===== config.mk =====
export PLATFORM = sky130hd
export DESIGN_NAME = udp_out_select
export DESIGN_NICKNAME = d
export VERILOG_FILES = /design/src/udp_pkg.sv /design/src/udp_out_select.sv
export SDC_FILE = /design/constraint.sdc
export NUM_CORES = 1
export LEC_CHECK = 0
export BUFFER_PORTS_ARGS = -buffer_cell sky130_fd_sc_hd__buf_4
export CORE_ASPECT_RATIO = 0.8
export CORE_MARGIN = 2
export CORE_UTILIZATION = 43
export CTS_BUF_LIST = sky130_fd_sc_hd__clkbuf_8
export DETAILED_ROUTE_END_ITERATION = 10
export PLACE_DENSITY = 0.8
export SETUP_SLACK_MARGIN = 0.5
export SLEW_MARGIN = 20
export SYNTH_ARGS = -nofsm -noshare
export SYNTH_HDL_FRONTEND = slang
export SYNTH_SLANG_ARGS = --single-unit

===== constraint.sdc =====
create_clock -name i_clk -period 1.25 [get_ports i_clk]
set_input_delay 0.0625 -clock i_clk [delete_from_list [all_inputs] [get_ports i_clk]]
set_output_delay 0.0625 -clock i_clk [all_outputs]
set_load 0.02 [all_outputs]

===== src/udp_pkg.sv =====
package udp_pkg;

    ////////////////////////////////////////////////////////////////////
    // sizes
    ////////////////////////////////////////////////////////////////////

    // parallel lanes per vector
    localparam int LANES      = 4;
    // accumulator lane width from the conv core
    localparam int ACC_W      = 32;
    // quantized lane width
    localparam int Q_W        = 8;
    // bias vector store entries
    localparam int BIAS_DEPTH = 8;

    // int8 saturation limits
    localparam int Q_MAX      = 127;
    localparam int Q_MIN      = -128;

    ////////////////////////////////////////////////////////////////////
    // lane and vector types
    ////////////////////////////////////////////////////////////////////

    // one accumulator lane, also scale and alpha
    typedef logic signed [ACC_W-1:0] acc_t;
    // full input vector, lane 0 in the low bits
    typedef acc_t [LANES-1:0] acc_vec_t;

    // one int8 result lane
    typedef logic signed [Q_W-1:0] q_t;
    // packed int8 lanes, this is the fifo word
    typedef q_t [LANES-1:0] q_vec_t;

    // requant shift amount c
    typedef logic [4:0] shift_t;
    // replay batch count, 1..BIAS_DEPTH
    typedef logic [3:0] batch_t;
    // bias store index
    typedef logic [$clog2(BIAS_DEPTH)-1:0] bias_idx_t;

    ////////////////////////////////////////////////////////////////////
    // enums
    ////////////////////////////////////////////////////////////////////

    // activation order
    typedef enum logic {
        ACT_QUANT_RELU  = 1'b0,
        ACT_PRELU_QUANT = 1'b1
    } act_sel_e;

    // bias store load states
    typedef enum logic [1:0] {
        BIAS_EMPTY   = 2'd0,
        BIAS_LOADING = 2'd1,
        BIAS_READY   = 2'd2
    } bias_state_e;

endpackage


===== src/udp_out_select.sv =====
module udp_out_select import udp_pkg::*; (
    input  logic     i_clk,
    input  logic     i_rst,
    input  logic     i_adv,
    input  act_sel_e i_act_sel,
    input  logic     i_relu_valid,
    input  q_vec_t   i_relu_data,
    input  logic     i_prelu_valid,
    input  q_vec_t   i_prelu_data,
    output q_vec_t   o_data,
    output logic     o_fifo_push
);

    logic push_q;

    // word and valid from the active path
    always_ff @(posedge i_clk) begin
        if (!i_rst) begin
            push_q <= 1'b0;
        end else if (i_adv) begin
            push_q <= (i_act_sel == ACT_PRELU_QUANT) ? i_prelu_valid : i_relu_valid;
        end
    end

    always_ff @(posedge i_clk) begin
        if (i_adv) begin
            o_data <= (i_act_sel == ACT_PRELU_QUANT) ? i_prelu_data : i_relu_data;
        end
    end

    // held word goes out on the next edge with room in the fifo
    assign o_fifo_push = push_q && i_adv;

endmodule


==> flow_metrics.tcl <==
set metrics [dict create \
    worstSetupEndpointType "output pin" \
    switching_power_mw 0.6740 \
    core_area_mm2 0.003423 \
    dp.cells 215 \
    clkPwrFrac_pct 26.0 \
    worst_slew_pin_slew_ns 0.4261 \
    fillers 229 \
    cts_root_buffer "clkbuf_8" \
    period_needed_ns 0.9134 \
    ys_types 10 \
    rows 19 \
    comb_power_share_pct 25.1 \
    htreeDepth 2 \
    synth_top_area_cell "edfxtp_1" \
    startpoint "push_q" \
    cp-start-kind "register" \
    fin_setup_tns_ns 0 \
    synth_seq_cells 33 \
    synth_cells 73 \
    rsz0062_at_grt "true" \
    ant_nets 0 \
    maxCapViolations 0 \
    overflow 0 \
    fmaxAchievable_mhz 1095 \
    start_util_pct 44.70 \
    cts.hold.buffers_added 0 \
    p_int_mw 2.150 \
    dieHeight_um 57.36 \
    io_buffers 102 \
    path_buf_inv 1 \
    antenna_cells 0 \
    num_vias 1072 \
    grt_usage_pct 18.16 \
    dp_slack_ns 0.2090 \
    grt_max_degree 36 \
    grt_pass1_vias 1147 \
    post-synth-top-area-fraction_pct 62.80 \
    routed_wl_um 3645 \
    worstSetupPathType "reg -> out" \
    seq_power_share_pct 48.9 \
    critPathMaxStageDelay_ns 0.33 \
    wl_per_cell_um 16.35 \
    crit_path_end "o_fifo_push" \
    cts_buffers 5 \
    synth.area.top_cells "edfxtp_1, mux2_4, buf_6, mux2_2, buf_12" \
    viasPerCell 4.807 \
    layout_setup_ws_ns 0.3366 \
    grt_pass1_wl_um 5382 \
    dr.pass1.iters 2 \
    power_density_mw_per_mm2 1109 \
    ys_warn_count 0 \
    r2r_start "push_q" \
    worst-path-stages 2 \
    slew_headroom_pct 71.59 \
    syn2layout_area_growth_pct 66.48 \
    required_ns 1.19 \
    placed_area_mm2 0.002335 \
    holdWs_ns 0.05180 \
    max-clock-path-buffers 2 \
    crit_path_cell_trace "and2_4 -> buf_6" \
    worst_skew_pair.late_latency_ns 0.27 \
    setup_viol_count_final 0 \
    ff2ff_setup_slack_ns 0.56 \
    dieWidth_um 70.70 \
    slew_violations 0 \
    cts_sinks 33 \
    r2r_cells 2 \
    hold_viol_final 0 \
    drive_above_1_share_pct 79.56 \
    synthesis.nets 143 \
    peakVddDrop_mv 0.7204 \
    syn_avg_cell_area_um2 20.96 \
    cp_max_fo 2 \
    worstPathArrival_ns 0.85 \
    dieArea_mm2 0.004055 \
    swShare_pct 23.86 \
    synth-seq-area-share_pct 64.10 \
    gp_congestion 0.7603 \
    layout.nets 250 \
    fin_skew_ns 0 \
    finalNonFillerCells 223 \
    cts_tree "built" \
    p_leak_nw 1.179 \
    status "completed" \
    critPathSlowestCell "dfxtp_2" \
    cpLargestDelayFamily "flip-flops" \
    ios 103 \
    min_path_type "in -> reg" \
    drt_iter0_drc 51 \
    min_period_over_period_pct 73.07 \
    reg2reg_to "push_q" \
    fin_area_mm2 0.002547 \
    antenna_found_initial 0 \
    synth.cell_area_mm2 0.001530 \
    clk_pin_slew_worst_paths_ns 0.06 \
    drc 0 \
]
[metrics by stage]
| step | power [mW] | utilization [%] |
|---|---|---|
| finish | 2.824 | 74.42 |
| global route | 2.935 | 74.42 |
| CTS | 2.838 | 73.98 |
| detailed placement | 2.039 | 68.20 |
| global placement | 2.018 | 68.20 |
| floorplan | 1.698 | - |
[synthesized netlist by cell type (all sizes together)]
| library cell | n |
|---|---|
| o21ai | 1 |
| buf | 4 |
| dfxtp | 1 |
| and2 | 1 |
| edfxtp | 32 |
| a21oi | 1 |
| mux2i | 1 |
| mux2 | 32 |
[layout make-up]
class                      count  area (um2)  share of cell area [%]
clock buffer                   5       68.82                   2.701
clock inverter                 3       12.51                  0.4912
multi-input combinational     36       498.0                   19.55
sequential                    33       982.2                   38.56
tap                           42       52.55                   2.063
timing repair buffer         104       933.4                   36.64
[how the worst min path moves through the flow]
stage	startpoint	end	slack, ns	cells past startpoint
floorplan	i_adv	push_q	0.15	1
global placement	i_rst	push_q	0.34	3
detailed placement	i_rst	push_q	0.34	3
CTS	i_rst	push_q	0.04	3
global route	i_rst	push_q	0.04	3
finish	i_rst	push_q	0.05	3
[worst reg2reg max path, cell delays in order, from the launching register on]
cell	delay, ns
dfxtp_2	0.32
o21ai_0	0.18
a21oi_1	0.06
[what timing repair did]
| item | in CTS | in global routing |
|---|---|---|
| gates resized for setup | 32 | 4 |
| setup buffers | 0 | 0 |
| endpoints found under the setup margin | 33 | 44 |
| endpoints found under the hold margin | 0 | 0 |
[flip-flops by register name, summed over array words and instances (netlist names)]
| signal | count |
|---|---|
| o_data | 32 |
| push_q | 1 |
[per-layer routing]
| metal | global-route usage, % | share of wire (%) | vias up |
|---|---|---|---|
| li1 | - | - | 497 |
| met1 | 17.69 | 32 | 509 |
| met2 | 33.11 | 55 | 59 |
| met3 | 8.834 | 11 | 7 |
| met4 | 7.278 | 1.5 | 0 |
| met5 | 0 | 0 | - |
[placed cells by master (no fill, tap or decap)]
master	count
and2_4	1
clkbuf_8	5
o21ai_0	1
a21oi_1	1
clkinv_1	2
edfxtp_1	32
mux2_2	3
dfxtp_2	1
buf_12	2
buf_6	34
clkinv_2	1
mux2_4	29
buf_4	68
mux2i_1	1
[power groups by stage]
stage	logic, mW	clock network [mW]	registers, mW
detailed placement	0.654	0	1.39
finish	0.710	0.733	1.38
floorplan	0.186	0	1.51
global route	0.744	0.801	1.39
global placement	0.638	0	1.38
CTS	0.709	0.748	1.38
[logic make-up after synthesis]
kind of cell | synth area share [%]
AO/OA/AOI/OAI | 0.6535
buffers and inverters | 3.516
flip-flops | 64.10
multiplexers | 31.32
AND/OR/NAND/NOR | 0.4091
(Power assumes the default switching activity.)
