<file path="src/udp_pkg.sv">
package udp_pkg;

    ////////////////////////////////////////////////////////////////////
    // sizes
    ////////////////////////////////////////////////////////////////////

    // parallel lanes per vector
    localparam int LANES      = 4;
    // accumulator lane width from the conv core
    localparam int ACC_W      = 32;
    // quantized lane width
    localparam int Q_W        = 8;
    // bias vector store entries
    localparam int BIAS_DEPTH = 8;

    // int8 saturation limits
    localparam int Q_MAX      = 127;
    localparam int Q_MIN      = -128;

    ////////////////////////////////////////////////////////////////////
    // lane and vector types
    ////////////////////////////////////////////////////////////////////

    // one accumulator lane, also scale and alpha
    typedef logic signed [ACC_W-1:0] acc_t;
    // full input vector, lane 0 in the low bits
    typedef acc_t [LANES-1:0] acc_vec_t;

    // one int8 result lane
    typedef logic signed [Q_W-1:0] q_t;
    // packed int8 lanes, this is the fifo word
    typedef q_t [LANES-1:0] q_vec_t;

    // requant shift amount c
    typedef logic [4:0] shift_t;
    // replay batch count, 1..BIAS_DEPTH
    typedef logic [3:0] batch_t;
    // bias store index
    typedef logic [$clog2(BIAS_DEPTH)-1:0] bias_idx_t;

    ////////////////////////////////////////////////////////////////////
    // enums
    ////////////////////////////////////////////////////////////////////

    // activation order
    typedef enum logic {
        ACT_QUANT_RELU  = 1'b0,
        ACT_PRELU_QUANT = 1'b1
    } act_sel_e;

    // bias store load states
    typedef enum logic [1:0] {
        BIAS_EMPTY   = 2'd0,
        BIAS_LOADING = 2'd1,
        BIAS_READY   = 2'd2
    } bias_state_e;

endpackage

</file>
<file path="src/udp_bias_stage.sv">
module udp_bias_stage import udp_pkg::*; (
    input  logic     i_clk,
    input  logic     i_rst,
    input  logic     i_adv,
    input  logic     i_bias_start,
    input  logic     i_bias_valid,
    input  acc_vec_t i_bias_data,
    input  logic     i_bias_done,
    input  logic     i_bias_en,
    input  batch_t   i_bias_batch,
    input  logic     i_valid,
    input  acc_vec_t i_data,
    output logic     o_bias_ready,
    output logic     o_valid,
    output acc_vec_t o_data
);

    bias_state_e state;
    acc_vec_t    bias_mem [BIAS_DEPTH];
    bias_idx_t   wr_idx;
    bias_idx_t   rd_idx;
    batch_t      rd_next;
    logic        load_wr;
    logic        load_end;
    logic        use_bias;
    acc_vec_t    bias_vec;
    acc_vec_t    sum;

    ////////////////////////////////////////////////////////////////////
    // load fsm
    ////////////////////////////////////////////////////////////////////

    // start wins over anything else in the same cycle
    assign load_wr  = (state == BIAS_LOADING) && i_bias_valid && !i_bias_start;
    assign load_end = (state == BIAS_LOADING) && i_bias_done && !i_bias_start;

    always_ff @(posedge i_clk) begin
        if (!i_rst) begin
            state  <= BIAS_EMPTY;
            wr_idx <= '0;
        end else if (i_bias_start) begin
            state  <= BIAS_LOADING;
            wr_idx <= '0;
        end else begin
            if (load_wr) begin
                wr_idx <= wr_idx + 1'b1;
            end
            if (load_end) begin
                state <= BIAS_READY;
            end
        end
    end

    // entry write, a valid beside done still lands
    always_ff @(posedge i_clk) begin
        if (load_wr) begin
            bias_mem[wr_idx] <= i_bias_data;
        end
    end

    assign o_bias_ready = (state == BIAS_READY);

    ////////////////////////////////////////////////////////////////////
    // batch replay
    ////////////////////////////////////////////////////////////////////

    // index only moves on a vector that takes a bias
    assign use_bias = i_adv && i_valid && i_bias_en;
    assign rd_next  = batch_t'(rd_idx) + 1'b1;

    always_ff @(posedge i_clk) begin
        if (!i_rst) begin
            rd_idx <= '0;
        end else if (i_bias_start || load_end) begin
            rd_idx <= '0;
        end else if (use_bias) begin
            // wrap after batch entries
            if (rd_next >= i_bias_batch) begin
                rd_idx <= '0;
            end else begin
                rd_idx <= bias_idx_t'(rd_next);
            end
        end
    end

    ////////////////////////////////////////////////////////////////////
    // lane add
    ////////////////////////////////////////////////////////////////////

    assign bias_vec = i_bias_en ? bias_mem[rd_idx] : '0;

    // 32 bit wraparound per lane
    always_comb begin
        for (int l = 0; l < LANES; l++) begin
            sum[l] = i_data[l] + bias_vec[l];
        end
    end

    always_ff @(posedge i_clk) begin
        if (!i_rst) begin
            o_valid <= 1'b0;
        end else if (i_adv) begin
            o_valid <= i_valid;
        end
    end

    always_ff @(posedge i_clk) begin
        if (i_adv) begin
            o_data <= sum;
        end
    end

endmodule

</file>
<file path="config.mk">
export PLATFORM = sky130hd
export DESIGN_NAME = udp_bias_stage
export DESIGN_NICKNAME = d
export VERILOG_FILES = /design/src/udp_pkg.sv /design/src/udp_bias_stage.sv
export SDC_FILE = /design/constraint.sdc
export NUM_CORES = 1
export LEC_CHECK = 0
export BUFFER_PORTS_ARGS = -buffer_cell sky130_fd_sc_hd__buf_2
export CAP_MARGIN = 25
export CORE_UTILIZATION = 30
export CTS_BUF_LIST = sky130_fd_sc_hd__clkbuf_4
export CTS_CLUSTER_DIAMETER = 60
export DETAILED_ROUTE_END_ITERATION = 12
export SYNTH_ARGS = -nofsm -noshare
export SYNTH_HDL_FRONTEND = slang
export SYNTH_SLANG_ARGS = --single-unit
</file>
<file path="constraint.sdc">
create_clock -name i_clk -period 16.2 [get_ports i_clk]
set_clock_uncertainty 0.2 [all_clocks]
set_input_delay 3.24 -clock i_clk [delete_from_list [all_inputs] [get_ports i_clk]]
set_output_delay 3.24 -clock i_clk [all_outputs]
set_load 0.03 [all_outputs]
</file>
==> results of run 1 <==
layer usage:
layer  vias to the layer above  track usage (%)  routed length, um
li1                      12300                -                  -
met2                      1039             25.7              63800
met3                       314             5.81              11800
met1                     14100             20.9              57200
met4                        58             4.55               2880
met5                         -                0                383
state kept, by name (all words and copies together), names as in the netlist, named ones only:
name      cells
wr_idx        3
o_data      128
state         2
o_valid       1
bias_mem   1024
rd_idx        3
worst max-delay path: cells and delay by family, from the launching register on:
family	cells	cell delay [ns]
multiplexers	2	0.89
XOR/XNOR	1	0.08
adder cells (fa/ha/maj)	1	0.28
AO/OA/AOI/OAI	8	2.34
AND/OR/NAND/NOR	1	0.10
flip-flops	1	0.81
buffers and inverters	3	1.48
synthesized netlist by cell type, types with 17 or more instances:
cell type | count | area share (%)
a211oi_1 | 17 | 0.26
a21o_1 | 51 | 0.77
a21oi_1 | 112 | 1.1
buf_1 | 20 | 0.15
clkbuf_1 | 56 | 0.43
edfxtp_1 | 1152 | 70
ha_1 | 130 | 3.3
inv_1 | 54 | 0.41
mux2i_1 | 124 | 2.5
mux4_2 | 256 | 12
nand2_1 | 75 | 0.57
nand3_1 | 18 | 0.18
nor2_1 | 62 | 0.47
nor2b_1 | 141 | 1.8
o21a_1 | 23 | 0.35
o21ai_0 | 44 | 0.45
o21bai_1 | 20 | 0.30
xnor2_1 | 94 | 1.7
xor2_1 | 28 | 0.50
cells by family (layout without fill, tap and decap cells):
| kind of cell | Yosys count | in the layout | share of synthesized area, % |
|---|---|---|---|
| XOR/XNOR | 122 | 122 | 2.16 |
| AND/OR/NAND/NOR | 346 | 346 | 3.65 |
| flip-flops | 1164 | 1164 | 70.5 |
| buffers and inverters | 145 | 1004 | 1.15 |
| AO/OA/AOI/OAI | 355 | 355 | 4.74 |
| multiplexers | 388 | 388 | 14.4 |
| adder cells (fa/ha/maj) | 134 | 134 | 3.45 |
| other | 0 | 25 | 0 |
power groups by stage:
stage               logic (uW)  clock network, uW  registers, uW
finish                     481               2540           3390
floorplan                  213                  0           3520
global placement           478                  0           3450
detailed placement         482                  0           3450
global route               521               2780           3390
CTS                        484               2630           3390
per-stage QoR:
step                      instance area (um2)  utilization [%]  cells  setup slack, ns  power [uW]
final                                   58000             35.6   5713             9.58        6410
after global routing                    58000             35.5   5696             9.00        6690
after CTS                               57900             35.5   5688             9.41        6500
after detailed placement                54200             33.2   5166             8.60        3940
after global placement                  54200             33.2   5166             8.70        3930
after floorplan                         49400                -   2654             2.79        3740
how the worst max path moves through the flow:
stage / startpoint / end / cells past startpoint
5_1_grt: flip-flop / o_data[94]$_DFFE_PP_ / 17
3_3_place_gp: i_bias_en / o_data[95]$_DFFE_PP_ / 14
4_1_cts: flip-flop / o_data[95]$_DFFE_PP_ / 16
6_report: flip-flop / o_data[95]$_DFFE_PP_ / 16
3_5_place_dp: i_bias_en / o_data[95]$_DFFE_PP_ / 14
2_1_floorplan: i_bias_valid / bias_mem[0][0]$_DFFE_PP_ / 3
cell type report:
class,count,share of cell area (%)
clock inverter,67,0.634
multi-input combinational,1345,24.3
timing repair buffer,428,3.99
clock buffer,455,5.89
tap,2175,4.69
antenna,25,0.108
inverter,54,0.349
sequential,1164,60.1
==> impl_metrics.yaml, run 1 <==
status:
  status: "completed"
critical_path:
  critPathMaxFanout: 40
  crit_path_cell_trace: "buf_4 -> buf_4 -> mux4_2 -> mux2_2 -> nand2_1 -> inv_1 -> ha_1 -> a211oi_1 -> o21ai_0 -> a31oi_1 -> o21ai_1 -> a311oi_2 -> a21oi_1 -> a211o_1 -> a21oi_1 -> xnor2_1"
  path_class: "reg -> reg"
  cp_data_arrival_time_ns: 7.30
  critPathSlowestCell: "dfxtp_4"
  end_kind: "flip-flop"
  cp-start-kind: "flip-flop"
  rrSetupSlack_ns: 9.58
  reg2reg_depth: 16
  slowest_delay_ns: 0.81
  required_ns: 16.88
  reg2reg_to: "o_data[95]$_DFFE_PP_"
power_and_ir_drop:
  ir_drop_mv: 0.0997
  pwr-share-comb_pct: 7.5
  seqPwrFrac_pct: 52.9
  p_per_area_nw_per_um2: 110
  swShare_pct: 23.8
  switchingPower_uw: 1530
  p_leak_uw: 0.0197
  p_int_uw: 4880
  pwr-share-clk_pct: 39.6
global_route:
  grt_pass1_vias: 28800
  antenna_found_initial: 84
  grt_max_degree: 123
  grt_overflow: 0
  grt_use_total_pct: 16.2
  grt_first_pass_wirelength_um: 196000
clock_tree:
  cts_root_buf: "clkbuf_4"
  clk_pin_slew_worst_paths_ns: 0.07
  cts_setup_buffers: 0
  cts_tree: "built"
  cts.sinks: 1164
  cts.path.max_buffers: 4
  cts_hold_buf: 0
  cts_buffers: 321
  cts_resized: 0
  clkLatencyLatePin_ns: 1.27
  htree_num_levels: 5
job:
  cap_viol_max_count: 0
logic_synthesis:
  ys.flop_type: "edfxtp_1"
  ys_ff_latch: 1164
  syn-num-nets: 3056
  yosysWarningCount: 0
  synth.distinct_cells: 63
  synth-async-reset-ratio_pct: 0
  seq_area_frac_synth_pct: 70.5
  synthesis.area_um2: 49400
  synth_cells: 2654
  synth_enable_flop_cells: 1152
  avgSynthCellArea_um2: 18.6
place:
  gp_congestion: 0.841
  hpwl_um: 85700
  port_buffers: 397
hold_path:
  whs_path_depth: 2
  hold_end: "o_valid$_SDFFE_PN0P_"
  worstHoldPathType: "reg -> reg"
  holdCritStartpoint: "o_valid$_SDFFE_PN0P_"
routing:
  first_pass_iters: 5
  ant_nets: 0
  postRouteWirelength_um: 136000
  wl_per_cell_um: 23.8
  via_per_inst: 4.86
  drt-initial-drc-count: 2470
  vias: 27700
  drc: 0
sta:
  fmax_ghz: 0.151
  rsz0062_at_grt: "false"
  tns_ns: 0
  min_period_over_period_pct: 40.9
  layout_min_cycle_time_ns: 6.62
  setup_viol: 0
  holdWs_ns: 0.316
  finalHoldViolations: 0
  worstMarginPinSlew_ns: 1.03
  max_slew_margin_pct: 31.3
  finalMaxSlewViolations: 0
finish:
  nets: 3716
  layout_commonest_cell: "edfxtp_1"
  drive_above_1_share_pct: 33.8
  syn_to_final_growth_pct: 17.4
  fillers: 15400
  final_cell_mix: "edfxtp_1 (1152), clkbuf_4 (455), buf_2 (395), mux4_2 (256), nor2b_1 (141)"
  seq_area_um2: 34800
  multiInputGateArea_um2: 14100
die:
  fp.dieW_um: 408
  core_area_um2: 163000
  pin_count: 398
  initial_utilization_pct: 30.3
  placementRows: 148
  dieHeight_um: 408
  dieArea_um2: 166000
(Power assumes the default switching activity.)
==> run 2: changes to the inputs <==
clock period = 6.3 ns   (was 16.2 ns; I/O delays follow)
==> run 2 against run 1 <==
- critical endpoint unchanged
- highest routed layer unchanged
- wire length decreased by 1.1%
- largest power group unchanged
- global-route usage fell by 0.17 points
- core utilization up 1.1 points
- final cell count is 3.1% higher
==> impl_metrics.yaml, run 2 (synthesis gave the netlist of run 1 again) <==
die:
  placementRows: 148
  dieArea_um2: 166000
  pin_count: 398
  fp.dieW_um: 408
  initial_utilization_pct: 30.3
  dieHeight_um: 408
  core_area_um2: 163000
finish:
  final_cells: 5891
  largest_register: "bias_mem"
  layout_commonest_cell: "edfxtp_1"
  nets: 3886
  largest_reg_flops: 1024
  final_cell_mix: "edfxtp_1 (1152), clkbuf_4 (461), buf_2 (395), mux4_2 (256), nor2b_1 (141)"
  top_regs: "bias_mem: 1024 flops, o_data: 128 flops"
  syn_to_final_growth_pct: 21.1
  drive_above_1_share_pct: 33.4
critical_path:
  required_ns: 7.08
  critPathMaxFanout: 36
  cp-start-kind: "flip-flop"
  path_class: "reg -> reg"
  cp_data_arrival_time_ns: 6.15
  end_kind: "flip-flop"
clock_tree:
  clkLatencyLatePin_ns: 1.26
  htree_num_levels: 5
  cts_tree: "built"
  cts_root_buf: "clkbuf_4"
  cts_buffers: 330
  cts_hold_buf: 135
  cts_setup_buffers: 0
  cts_resized: 0
  cts.sinks: 1164
  clk_pin_slew_worst_paths_ns: 0.07
  cts.path.max_buffers: 4
hold_path:
  worstHoldPathType: "in -> reg"
global_route:
  antenna_found_initial: 46
  grt_pass1_vias: 29600
  grt_max_degree: 98
  grt_overflow: 0
  grt_use_total_pct: 16.0
  grt_first_pass_wirelength_um: 195000
power_and_ir_drop:
  ir_drop_mv: 0.183
  p_per_area_nw_per_um2: 279
  total_power_uw: 16700
  p_leak_uw: 0.0205
sta:
  postLayoutSetupSlackWorst_ns: 0.933
  holdWs_ns: 0.213
  rsz0062_at_grt: "false"
  setup_viol: 0
  min_period_over_period_pct: 85.2
  worstMarginPinSlew_ns: 0.928
  finalMaxSlewViolations: 0
  max_slew_margin_pct: 38.1
  finalHoldViolations: 0
  fmax_ghz: 0.186
  layout_min_cycle_time_ns: 5.37
status:
  status: "completed"
routing:
  drt-initial-drc-count: 2362
  vias: 28400
  via_per_inst: 4.83
  drc: 0
  wl_per_cell_um: 22.9
  first_pass_iters: 8
  ant_nets: 0
  postRouteWirelength_um: 135000
job:
  cap_viol_max_count: 0
place:
  gp_congestion: 0.851
  port_buffers: 397
  place_ws_ns: 0.753
  dp.cells: 5192
  hpwl_um: 85800
run 2: cell count changes in the layout (fill, tap and decap cells not counted), sizes merged:
cell         previous run  this run
dlygate4sd3             0       135
buf                   428       454
clkinv                 57        80
diode                  25        13
clkbuf                455       461
inv                    59        61
bufinv                  4         3
clkinvlp                1         0
run 2: power breakdown:
group	internal [uW]	switching, uW
Combinational	495	830
Sequential	8660	54.2
Clock	3480	3150
Total	12600	4030
run 2: final timing paths:
check                             start                    end  slack [ns]  cells past startpoint
setup reg to reg              flip-flop   o_data[95]$_DFFE_PP_        0.93                     15
setup / recovery              flip-flop   o_data[95]$_DFFE_PP_        0.93                     15
hold reg to reg   state[1]$_SDFFE_PP0P_  state[1]$_SDFFE_PP0P_        0.33                      2
hold / removal              i_data[127]  o_data[127]$_DFFE_PP_        0.21                      3
run 2: per-layer routing:
layer | vias up | share of wire (%) | track usage [%]
met5 | - | 0.079 | 0
met3 | 262 | 8.1 | 4.81
met1 | 14400 | 42 | 20.7
met4 | 18 | 2.8 | 5.64
met2 | 1120 | 47 | 25.6
li1 | 12600 | - | -
run 2: stage by stage:
stage,TNS [ns],utilization [%],area (um2)
after floorplan,-795.68,-,49400
after global placement,0,33.4,54600
after detailed placement,0,33.4,54600
after CTS,0,36.7,59800
after global routing,0,36.7,59800
final,0,36.7,59800
run 2: final cells by class:
type                       instances  area (um2)
timing repair buffer             589        4050
tap                             2175        2720
multi-input combinational       1345       14100
inverter                          54         203
sequential                      1164       34800
clock inverter                    90         443
fill                           15400      103000
antenna                           13        32.5
clock buffer                     461        3460
run 2: critical path, stage by stage (launching register included):
cell and delay [ns]:
dfxtp_4 0.68, buf_4 0.28, buf_12 0.29, mux4_2 0.55
mux2i_1 0.22, nor2b_1 0.08, ha_1 0.36, o21ai_0 0.22
o221ai_1 0.13, a31oi_1 0.30, o21ai_1 0.22, a311oi_2 0.64
a21oi_1 0.31, a211o_1 0.32, a21oi_1 0.18, xnor2_1 0.08
